File: src/design/vid_config.svh
`ifndef VID_CONFIG_SVH
`define VID_CONFIG_SVH

// Field and bus widths
`define VID_CNT_W        13
`define VID_PCNT_W       6
`define VID_ADDR_W       32
`define VID_FIFO_CNT_W   7

// Host bus command codes
`define VID_CMD_IDLE     3'b000
`define VID_CMD_WDATA    3'b001
`define VID_CMD_WREQ     3'b100

// Memory burst
`define VID_BURST_LEN    4
`define VID_LEN_CODE     2'b10

`define VID_FIFO_DEPTH   64

// Register byte offsets
`define VID_OFS_CTRL     32'h0000_0000
`define VID_OFS_H1       32'h0000_0028
`define VID_OFS_H2       32'h0000_0030
`define VID_OFS_V1       32'h0000_0038
`define VID_OFS_V2       32'h0000_0040
`define VID_OFS_BASE     32'h0000_0048
`define VID_OFS_LINEINC  32'h0000_0050

`endif
File: src/design/vid_pkg.sv
`include "vid_config.svh"

package vid_pkg;

    typedef enum logic [2:0] {
        cmd_idle       = `VID_CMD_IDLE,
        cmd_write_data = `VID_CMD_WDATA,
        cmd_write_req  = `VID_CMD_WREQ
    } bus_cmd_t;

    typedef struct packed {
        logic                   en;     // Controller enable, ctrl[3]
        logic [`VID_PCNT_W-1:0] pcnt;   // Pixel divider, ctrl[9:4]
    } ctrl_reg_t;

    typedef struct packed {
        logic [`VID_CNT_W-1:0] hend;         // Last pixel of a line
        logic [`VID_CNT_W-1:0] hsize;        // Displayed pixels per line
        logic [`VID_CNT_W-1:0] hsync_start;
        logic [`VID_CNT_W-1:0] hsync_end;
        logic [`VID_CNT_W-1:0] vend;         // Last line of a frame
        logic [`VID_CNT_W-1:0] vsize;        // Displayed lines per frame
        logic [`VID_CNT_W-1:0] vsync_start;
        logic [`VID_CNT_W-1:0] vsync_end;
    } hv_regs_t;

    typedef struct packed {
        logic [7:0] red;
        logic [7:0] green;
        logic [7:0] blue;
    } rgb_t;

    typedef struct packed {
        logic hsync;
        logic hblank;
        logic vsync;
        logic vblank;
        logic tick;         // Aligned with the updated sync and blank levels
        logic frame_start;
    } timing_t;

endpackage

File: src/design/vid_top.sv
`timescale 1ns/1ps
`include "vid_config.svh"

module vid_top import vid_pkg::*; (
    input  logic                   clk,
    input  logic                   reset_n,
    input  bus_cmd_t               cmd_in,
    input  logic [`VID_ADDR_W-1:0] addr_data_in,
    output logic                   write_resp,
    output logic                   mem_req,
    output logic [`VID_ADDR_W-1:0] mem_addr,
    output logic [1:0]             mem_len,
    input  logic                   mem_rdata_valid,
    input  logic [`VID_ADDR_W-1:0] mem_rdata,
    output logic                   hsync,
    output logic                   hblank,
    output logic                   vsync,
    output logic                   vblank,
    output rgb_t                   rgb,
    output logic                   pixel_valid,
    output logic                   underrun
);

    ctrl_reg_t                  ctrl;
    hv_regs_t                   hv;
    logic [`VID_ADDR_W-1:0]     base_addr;
    logic [`VID_ADDR_W-1:0]     line_inc;
    timing_t                    tm;
    logic [`VID_FIFO_CNT_W-1:0] fifo_free;
    logic                       fifo_empty;
    logic                       push;
    logic                       pop;
    logic                       flush;
    rgb_t                       push_data;
    rgb_t                       pop_data;

    assign hsync  = tm.hsync;
    assign hblank = tm.hblank;
    assign vsync  = tm.vsync;
    assign vblank = tm.vblank;

    vid_regs i_regs (
        .clk, .reset_n, .cmd_in, .addr_data_in, .write_resp,
        .ctrl, .hv, .base_addr, .line_inc
    );

    vid_timing i_timing (
        .clk, .reset_n, .ctrl, .hv, .tm
    );

    vid_fetch i_fetch (
        .clk, .reset_n, .en(ctrl.en), .tm, .hsize(hv.hsize), .vsize(hv.vsize),
        .base_addr, .line_inc, .fifo_free, .mem_req, .mem_addr, .mem_len,
        .mem_rdata_valid, .mem_rdata, .push, .push_data, .flush
    );

    vid_fifo i_fifo (
        .clk, .reset_n, .flush, .push, .push_data, .pop, .pop_data,
        .empty(fifo_empty), .free(fifo_free)
    );

    vid_pixel_out i_pixel_out (
        .clk, .reset_n, .tm, .empty(fifo_empty), .pop, .pop_data,
        .rgb, .pixel_valid, .underrun
    );

endmodule

File: src/design/vid_pixel_out.sv
`timescale 1ns/1ps

module vid_pixel_out import vid_pkg::*; (
    input  logic    clk,
    input  logic    reset_n,
    input  timing_t tm,
    input  logic    empty,
    output logic    pop,
    input  rgb_t    pop_data,
    output rgb_t    rgb,
    output logic    pixel_valid,
    output logic    underrun
);

    logic show;     // Pixel slot in active display

    assign show = tm.tick && !tm.hblank && !tm.vblank;
    assign pop  = show && !empty;

    always_ff @(posedge clk or negedge reset_n) begin
        if (!reset_n) begin
            rgb         <= '0;
            pixel_valid <= 1'b0;
            underrun    <= 1'b0;
        end else begin
            pixel_valid <= show;
            if (show) begin
                rgb <= empty ? '0 : pop_data;
                if (empty) begin
                    underrun <= 1'b1;   // Sticky until reset
                end
            end else if (tm.hblank || tm.vblank) begin
                rgb <= '0;
            end
        end
    end

endmodule

File: src/design/vid_fifo.sv
`timescale 1ns/1ps
`include "vid_config.svh"

module vid_fifo import vid_pkg::*; (
    input  logic                       clk,
    input  logic                       reset_n,
    input  logic                       flush,
    input  logic                       push,
    input  rgb_t                       push_data,
    input  logic                       pop,
    output rgb_t                       pop_data,
    output logic                       empty,
    output logic [`VID_FIFO_CNT_W-1:0] free
);

    localparam int PTR_W = $clog2(`VID_FIFO_DEPTH);
    localparam logic [`VID_FIFO_CNT_W-1:0] DEPTH = `VID_FIFO_CNT_W'(`VID_FIFO_DEPTH);

    rgb_t                       mem [`VID_FIFO_DEPTH];
    logic [PTR_W-1:0]           wr_ptr;
    logic [PTR_W-1:0]           rd_ptr;
    logic [`VID_FIFO_CNT_W-1:0] count;

    assign empty    = (count == '0);
    assign free     = DEPTH - count;
    assign pop_data = mem[rd_ptr];      // Show-ahead read

    always_ff @(posedge clk) begin
        if (push && !flush) begin
            mem[wr_ptr] <= push_data;
        end
    end

    always_ff @(posedge clk or negedge reset_n) begin
        if (!reset_n) begin
            wr_ptr <= '0;
            rd_ptr <= '0;
            count  <= '0;
        end else if (flush) begin       // Wins over push and pop
            wr_ptr <= '0;
            rd_ptr <= '0;
            count  <= '0;
        end else begin
            if (push) begin
                wr_ptr <= wr_ptr + 1'b1;
            end
            if (pop) begin
                rd_ptr <= rd_ptr + 1'b1;
            end
            case ({push, pop})
                2'b10:   count <= count + 1'b1;
                2'b01:   count <= count - 1'b1;
                default: count <= count;
            endcase
        end
    end

    // Fetch back-pressure must keep the FIFO from overflowing
    a_no_overflow: assert property (@(posedge clk) disable iff (!reset_n)
        (push && !flush) |-> (count != DEPTH));

    a_no_underflow: assert property (@(posedge clk) disable iff (!reset_n)
        (pop && !flush) |-> !empty);

endmodule

File: src/design/vid_fetch.sv
`timescale 1ns/1ps
`include "vid_config.svh"

module vid_fetch import vid_pkg::*; (
    input  logic                       clk,
    input  logic                       reset_n,
    input  logic                       en,
    input  timing_t                    tm,
    input  logic [`VID_CNT_W-1:0]      hsize,
    input  logic [`VID_CNT_W-1:0]      vsize,
    input  logic [`VID_ADDR_W-1:0]     base_addr,
    input  logic [`VID_ADDR_W-1:0]     line_inc,
    input  logic [`VID_FIFO_CNT_W-1:0] fifo_free,
    output logic                       mem_req,
    output logic [`VID_ADDR_W-1:0]     mem_addr,
    output logic [1:0]                 mem_len,
    input  logic                       mem_rdata_valid,
    input  logic [`VID_ADDR_W-1:0]     mem_rdata,
    output logic                       push,
    output rgb_t                       push_data,
    output logic                       flush
);

    localparam logic [`VID_CNT_W-1:0]      BURST_WORDS = `VID_CNT_W'(`VID_BURST_LEN);
    localparam logic [`VID_FIFO_CNT_W-1:0] BURST_ROOM  = `VID_FIFO_CNT_W'(`VID_BURST_LEN);
    localparam logic [1:0]                 LAST_BEAT   = 2'(`VID_BURST_LEN - 1);

    logic                   active;     // Frame still has lines to fetch
    logic                   busy;       // Burst outstanding
    logic                   stale;      // Outstanding burst belongs to the old frame
    logic [`VID_ADDR_W-1:0] line_base;
    logic [`VID_CNT_W-1:0]  word_idx;
    logic [`VID_CNT_W-1:0]  line_num;
    logic [1:0]             rcv_cnt;
    logic                   issue;
    logic                   last_word;
    logic                   last_beat;

    assign flush     = tm.frame_start;
    assign mem_len   = `VID_LEN_CODE;
    assign issue     = en && active && !busy && !tm.frame_start && (fifo_free >= BURST_ROOM);
    assign last_word = ((word_idx + BURST_WORDS) == hsize);
    assign last_beat = mem_rdata_valid && busy && (rcv_cnt == LAST_BEAT);
    assign push      = mem_rdata_valid && busy && !stale;
    assign push_data = rgb_t'(mem_rdata[23:0]);   // R in 23:16, G in 15:8, B in 7:0

    always_ff @(posedge clk) begin
        if (issue) begin
            mem_addr <= line_base + `VID_ADDR_W'({word_idx, 2'b00});
        end
    end

    always_ff @(posedge clk or negedge reset_n) begin
        if (!reset_n) begin
            mem_req   <= 1'b0;
            active    <= 1'b0;
            busy      <= 1'b0;
            stale     <= 1'b0;
            rcv_cnt   <= '0;
            line_base <= '0;
            word_idx  <= '0;
            line_num  <= '0;
        end else begin
            mem_req <= issue;
            if (mem_rdata_valid && busy) begin
                rcv_cnt <= rcv_cnt + 1'b1;
            end
            if (last_beat) begin
                busy  <= 1'b0;
                stale <= 1'b0;
            end
            if (issue) begin
                busy <= 1'b1;
            end
            if (tm.frame_start) begin       // Restart at line 0 word 0
                active    <= en;
                line_base <= base_addr;
                word_idx  <= '0;
                line_num  <= '0;
                if (busy && !last_beat) begin
                    stale <= 1'b1;
                end
            end else if (!en) begin
                active <= 1'b0;
            end else if (issue) begin
                if (last_word) begin
                    word_idx  <= '0;
                    line_num  <= line_num + 1'b1;
                    line_base <= line_base + line_inc;
                    if ((line_num + 1'b1) == vsize) begin
                        active <= 1'b0;     // Wait for the next frame
                    end
                end else begin
                    word_idx <= word_idx + BURST_WORDS;
                end
            end
        end
    end

    // A new request starts a fresh burst with no beats of an earlier one pending
    a_one_outstanding: assert property (@(posedge clk) disable iff (!reset_n)
        mem_req |-> (busy && (rcv_cnt == '0)));

    // Memory only returns data against a pending request
    a_no_orphan_data: assert property (@(posedge clk) disable iff (!reset_n)
        mem_rdata_valid |-> busy);

endmodule

File: src/design/vid_timing.sv
`timescale 1ns/1ps
`include "vid_config.svh"

module vid_timing import vid_pkg::*; (
    input  logic      clk,
    input  logic      reset_n,
    input  ctrl_reg_t ctrl,
    input  hv_regs_t  hv,
    output timing_t   tm
);

    logic [`VID_PCNT_W-1:0] pdiv;
    logic [`VID_CNT_W-1:0]  h;
    logic [`VID_CNT_W-1:0]  v;
    logic [`VID_CNT_W-1:0]  h_new;
    logic [`VID_CNT_W-1:0]  v_new;
    logic                   en_q;
    logic                   adv;
    logic                   h_wrap;

    assign adv    = ctrl.en && en_q && (pdiv == ctrl.pcnt);
    assign h_wrap = (h == hv.hend);

    // Position after this clock
    always_comb begin
        h_new = h;
        v_new = v;
        if (!en_q) begin                    // Start of a run opens in vblank
            h_new = '0;
            v_new = hv.vsize;
        end else if (adv) begin
            h_new = h_wrap ? '0 : h + 1'b1;
            if (h_wrap) begin
                v_new = (v == hv.vend) ? '0 : v + 1'b1;
            end
        end
    end

    always_ff @(posedge clk or negedge reset_n) begin
        if (!reset_n) begin
            en_q           <= 1'b0;
            pdiv           <= '0;
            h              <= '0;
            v              <= '0;
            tm.hsync       <= 1'b0;
            tm.hblank      <= 1'b1;
            tm.vsync       <= 1'b0;
            tm.vblank      <= 1'b1;
            tm.tick        <= 1'b0;
            tm.frame_start <= 1'b0;
        end else begin
            en_q    <= ctrl.en;
            tm.tick <= adv;
            if (!ctrl.en) begin             // Idle levels
                pdiv           <= '0;
                tm.hsync       <= 1'b0;
                tm.hblank      <= 1'b1;
                tm.vsync       <= 1'b0;
                tm.vblank      <= 1'b1;
                tm.frame_start <= 1'b0;
            end else begin
                pdiv      <= (adv || !en_q) ? '0 : pdiv + 1'b1;
                h         <= h_new;
                v         <= v_new;
                tm.hblank <= (h_new >= hv.hsize);
                tm.hsync  <= (h_new >= hv.hsync_start) && (h_new < hv.hsync_end);
                tm.vblank <= (v_new >= hv.vsize);
                tm.vsync  <= (v_new >= hv.vsync_start) && (v_new < hv.vsync_end);
                // Entering vertical blank, also at the start of a run
                tm.frame_start <= !en_q || (adv && h_wrap && (v_new == hv.vsize));
            end
        end
    end

    a_tick_gap: assert property (@(posedge clk) disable iff (!reset_n)
        (tm.tick && (ctrl.pcnt != '0)) |=> !tm.tick);

endmodule

File: src/design/vid_regs.sv
`timescale 1ns/1ps
`include "vid_config.svh"

module vid_regs import vid_pkg::*; (
    input  logic                   clk,
    input  logic                   reset_n,
    input  bus_cmd_t               cmd_in,
    input  logic [`VID_ADDR_W-1:0] addr_data_in,
    output logic                   write_resp,
    output ctrl_reg_t              ctrl,
    output hv_regs_t               hv,
    output logic [`VID_ADDR_W-1:0] base_addr,
    output logic [`VID_ADDR_W-1:0] line_inc
);

    logic                   pend;       // Offset latched, data phase expected
    logic [`VID_ADDR_W-1:0] ofs_q;
    logic                   wr_data;

    assign wr_data = pend && (cmd_in == cmd_write_data);

    always_ff @(posedge clk) begin
        if (cmd_in == cmd_write_req) begin
            ofs_q <= addr_data_in;
        end
    end

    always_ff @(posedge clk or negedge reset_n) begin
        if (!reset_n) begin
            pend       <= 1'b0;
            write_resp <= 1'b0;
            ctrl       <= '0;
            hv         <= '0;
            base_addr  <= '0;
            line_inc   <= '0;
        end else begin
            pend       <= (cmd_in == cmd_write_req);
            write_resp <= wr_data;              // Ack every data phase
            if (wr_data) begin
                if (ofs_q == `VID_OFS_CTRL) begin
                    ctrl.en   <= addr_data_in[3];
                    ctrl.pcnt <= addr_data_in[9:4];
                end else if (!ctrl.en) begin    // Timing and fetch regs locked while running
                    case (ofs_q)
                        `VID_OFS_H1: begin
                            hv.hend  <= addr_data_in[12:0];
                            hv.hsize <= addr_data_in[25:13];
                        end
                        `VID_OFS_H2: begin
                            hv.hsync_start <= addr_data_in[25:13];
                            hv.hsync_end   <= addr_data_in[12:0];
                        end
                        `VID_OFS_V1: begin
                            hv.vend  <= addr_data_in[12:0];
                            hv.vsize <= addr_data_in[25:13];
                        end
                        `VID_OFS_V2: begin
                            hv.vsync_start <= addr_data_in[25:13];
                            hv.vsync_end   <= addr_data_in[12:0];
                        end
                        `VID_OFS_BASE:    base_addr <= addr_data_in;
                        `VID_OFS_LINEINC: line_inc  <= addr_data_in;
                        default: ;                  // Unknown offset, ack only
                    endcase
                end
            end
        end
    end

    // One response per write, back-to-back writes need two bus cycles each
    a_resp_single: assert property (@(posedge clk) disable iff (!reset_n)
        write_resp |=> !write_resp);

endmodule

File: config.mk
export PLATFORM = sky130hd
export DESIGN_NAME = vid_top
export DESIGN_NICKNAME = d
export VERILOG_FILES = /design/src/design/vid_pkg.sv /design/src/design/vid_top.sv /design/src/design/vid_pixel_out.sv /design/src/design/vid_fifo.sv /design/src/design/vid_fetch.sv /design/src/design/vid_timing.sv /design/src/design/vid_regs.sv
export VERILOG_INCLUDE_DIRS = /design/src /design/src/design
export SDC_FILE = /design/constraint.sdc
export NUM_CORES = 2
export LEC_CHECK = 0
export BUFFER_PORTS_ARGS = -buffer_cell sky130_fd_sc_hd__buf_2
export CORE_MARGIN = 2
export CORE_UTILIZATION = 30
export DETAILED_ROUTE_END_ITERATION = 12
export HOLD_SLACK_MARGIN = 0.05
export PLACE_DENSITY = 0.54
export RECOVER_POWER = 50
export SYNTH_ARGS = -nofsm -noshare
export SYNTH_HDL_FRONTEND = slang
export SYNTH_SLANG_ARGS = --single-unit
File: constraint.sdc
create_clock -name clk -period 3.85 [get_ports clk]
set_input_delay 0.1925 -clock clk [delete_from_list [all_inputs] [get_ports clk]]
set_output_delay 0.1925 -clock clk [all_outputs]
set_load 0.03 [all_outputs]
==> impl_results.md <==
- Ports: approximately 140
- Die X: 517 um
- Final wirelength: roughly 200 mm
- Netlist Area Pre-Place: 79,100 sq um
- CP max stage cell: or4_4
- Period utilization: 105%
- Clk network pwr share: 44.7%
- Worst hold slack: between 0.1 and 0.15 ns
- Average size of a mapped cell: about 19 sq um
- Vias/cell: 4.96
- Power, Total: 42.5 mW
- Max Clk Rate: 248 MHz
- RSZ-0062 raised after global routing: yes
- First-pass GRT wire length: between 200 and 300 mm
- Fin crit period: between 4 and 5 ns
- Slew Limit Fails: 1,773
- Final setup violation count: 3
- Cells along the critical path: xor2_1 > or4_1 > or3_4 > or4_4 > buf_6 > mux2_4 > nor2_4 > a2bb2oi_2 > ha_1 > a21o_1 > a21o_1 > a21o_1 > a211o_1 > o211ai_1 > a311oi_1
- Mapped Cells: roughly 4,100
- Clk_lat worst skew: 0.87 ns
- Leading area contributor after synthesis: edfxtp_1
- Critical setup path kind: flip-flop to flip-flop
- Pre-CTS setup slack: -0.381 ns
- Area of the core: 262,000 sq um
- CTS tree: built
- Clock skew: roughly 0.12 ns
- Crit path DAT: about 4.7 ns
- CTS Buf Count: 200
- Largest net degree at the start of global routing: around 120
- DR iter-0 viols: approximately 3,700
- Hold Path Class: input pin to flip-flop
- Prevailing post-synth register cell: edfxtp_1
- Total Routing Usage GR: roughly 15%
- Delay-heaviest family, CP: simple AND/OR/NAND/NOR gates
- Sw Ratio: between 20% and 30%
- Comb power frac: 1.8%
- Int Pwr: approximately 34 mW
- Total grt overflow: 0
- Initial Utilization: between 30% and 40%
- Crit. End Element: flip-flop
- Cell mode on critical path: a21o_1
- Layout fillers: around 25,000
- Clock Pin Slew Worst Setup and Hold Paths: roughly 0.07 ns
- Number of antenna violations at the first check in global routing: 13
- EDFF count, synth: approximately 1,600
- Hold Violations, Final: 0
- Via count: roughly 40,000
- Share of layout cells above drive strength 1: 29.1%
- Chip height: slightly above 500 um
- Synth cell types: between 70 and 80
- Sequential area share after synthesis: 71.0%
- Setup TNS: -0.395 ns
- Register area: roughly 56,000 sq um
- Psw: between 8 and 9 mW
- Largest stage delay, worst path: 0.60 ns
- Commonest cells post-synth: 1,600 x edfxtp_1, 504 x mux4_2, 321 x dfrtp_1
- Row count: 188
- Detailed Place HPWL: 125 mm
- Count leader, synth: edfxtp_1
- Failing checks: capacitance limit, slew limit, setup timing
- Slew headroom: -95.7%
- Die ar.: about 270,000 sq um
- P per Cell Area: 458 nW/um^2
- Crit path required time: between 4 and 5 ns
- Yosys Warn Count: 0
- Worst setup SP type: flip-flop
- Layout Nets: ~4,800
- Max-cap violations: 28
- Final RePlAce weighted congestion: 0.831
- Post-DR wirelength/cell: between 20 and 25 um
- VDD IR max: ~0.39 mV
- CTS sink cnt: 1,923
- Port bufs: around 130
- Final Util: between 30% and 40%
- Main area contributors after synthesis: edfxtp_1 61%, mux4_2 14%, dfrtp_1 10%
- Pleak: about 31 nW
- Flop pwr share: a little over half
- H-tree level count: 4
- Post-synth ARST share: between 15 and 20%
- Clock tree buffer depth: 4
- Root Buffer Master: clkbuf_16
- Final worst slack: -0.187 ns
- Layout area overhead: 17.4%
- Seq cells post-synth: around 1,900
- Multi-input logic area: 22,400 sq um
- Number of global-route vias before repair: about 42,000
- Share of the synthesized area in the top cell type: about three fifths
- Crit path buf inv count: 1
- Net count after synthesis: roughly 4,300
- Crit path max fanout: 4
- DRC Markers: 0
- Actual slew at the worst max-slew pin: between 2 and 3 ns
- DRT antenna net count: 0
- Status: finished, violations left
- Pre-antenna DRT Iters: 6
==> worst reg2reg max path: cells and delay by family, from the launching register on <==
family	cells	cell delay (ns)
flops	1	0.39
fa+ha+maj	1	0.24
simple gates	4	1.52
compound gates	7	1.19
mux	1	0.26
xor+xnor	1	0.16
buf+inv	1	0.15
==> cell usage in the layout, fill, tap and decap left out, types with 112 or more instances in the layout <==
cell type / synthesis / layout
clkbuf_16: 0 / 202
dfrtp_1: 321 / 315
buf_4: 2 / 182
mux4_2: 504 / 504
inv_1: 112 / 112
nand2_1: 131 / 131
ha_1: 131 / 131
edfxtp_1: 1600 / 1600
mux2_2: 197 / 196
clkbuf_1: 130 / 126
==> per-layer routing <==
metal / wire length, um / GRT usage (%) / share of wire [%] / vias to the layer above
li1: - / - / - / 17600
met1: 91700 / 21.2 / 45 / 21900
met2: 98900 / 25.0 / 48 / 1079
met3: 10400 / 2.15 / 5.1 / 258
met4: 4050 / 3.33 / 2.0 / 2
met5: 13 / 0 / 0.0063 / -
==> sequential cells by signal (all words and copies together), names as in the netlist, 24 cells and up <==
register,count
i_fetch.mem_addr,32
i_regs.base_addr,32
i_fetch.line_base,32
i_fifo.mem,1536
i_pixel_out.rgb,24
i_regs.line_inc,32
i_regs.hv,104
i_regs.ofs_q,32
==> power by group through the flow <==
stage | registers [mW] | clock network, mW | logic (mW)
finish | 22.8 | 19.0 | 0.751
global route | 22.8 | 20.3 | 0.842
CTS | 22.7 | 19.5 | 0.786
detailed placement | 23.2 | 0 | 0.736
global placement | 23.2 | 0 | 0.700
floorplan | 23.1 | 0 | 0.256
==> worst paths after layout <==
| check | startpoint | endpoint | cells past startpoint | slack, ns |
|---|---|---|---|---|
| setup / recovery | i_timing.pdiv[1]$_DFF_PN0_ | i_timing.tm[3]$_DFF_PN0_ | 15 | -0.19 |
| hold / removal | cmd_in[1] | i_regs.write_resp$_DFF_PN0_ | 3 | 0.13 |
| setup reg to reg | i_timing.pdiv[1]$_DFF_PN0_ | i_timing.tm[3]$_DFF_PN0_ | 15 | -0.19 |
| hold reg to reg | i_regs.base_addr[12]$_DFFE_PN0P_ | i_fetch.line_base[12]$_DFFE_PN0P_ | 2 | 0.46 |
| max in group asynchronous | reset_n | i_regs.hv[47]$_DFFE_PN0P_ | 4 | 0.41 |
| min in group asynchronous | reset_n | i_pixel_out.rgb[13]$_DFFE_PN0P_ | 3 | 1.07 |
==> metrics by stage <==
step                instance area, sq um  cells
floorplan                          79100   4138
global placement                   86000   7811
detailed placement                 86000   7811
CTS                                92900   8224
global route                       92900   8232
finish                             92900   8233
==> cell type report <==
class | count | area share (%)
flip-flops and latches | 1923 | 60.5
multi-input cells | 1914 | 24.1
clock buffers | 260 | 5.75
well taps | 3515 | 4.73
repair buffers | 403 | 3.43
clock inverters | 102 | 1.05
inverters | 114 | 0.461
diodes | 2 | 0.00539
==> cells by family (layout without fill, tap and decap cells) <==
| group | count (synthesis) | count (layout) | share of synthesized area [%] |
|---|---|---|---|
| DFF | 1923 | 1923 | 71.0 |
| adders and majority gates | 133 | 133 | 2.12 |
| AOI/OAI and AO/OA | 346 | 347 | 2.87 |
| muxes | 722 | 722 | 17.4 |
| other | 2 | 4 | 0.00950 |
| and+or+nand+nor | 556 | 556 | 3.43 |
| buffers and inverters | 302 | 879 | 1.46 |
| xor gates and xnor gates | 154 | 154 | 1.71 |
==> what timing repair did <==
| item | in CTS | in global routing |
|---|---|---|
| buffers inserted | 1 | 6 |
| endpoints found under the setup margin | 4 | 7 |
| hold buffers | 50 | 0 |
| endpoints found under the hold margin | 575 | 0 |
| resized for setup | 7 | 21 |
| cloned | 0 | 1 |
| pin swaps | 7 | 11 |
No activity file was read; power rests on OpenSTA's default activity.
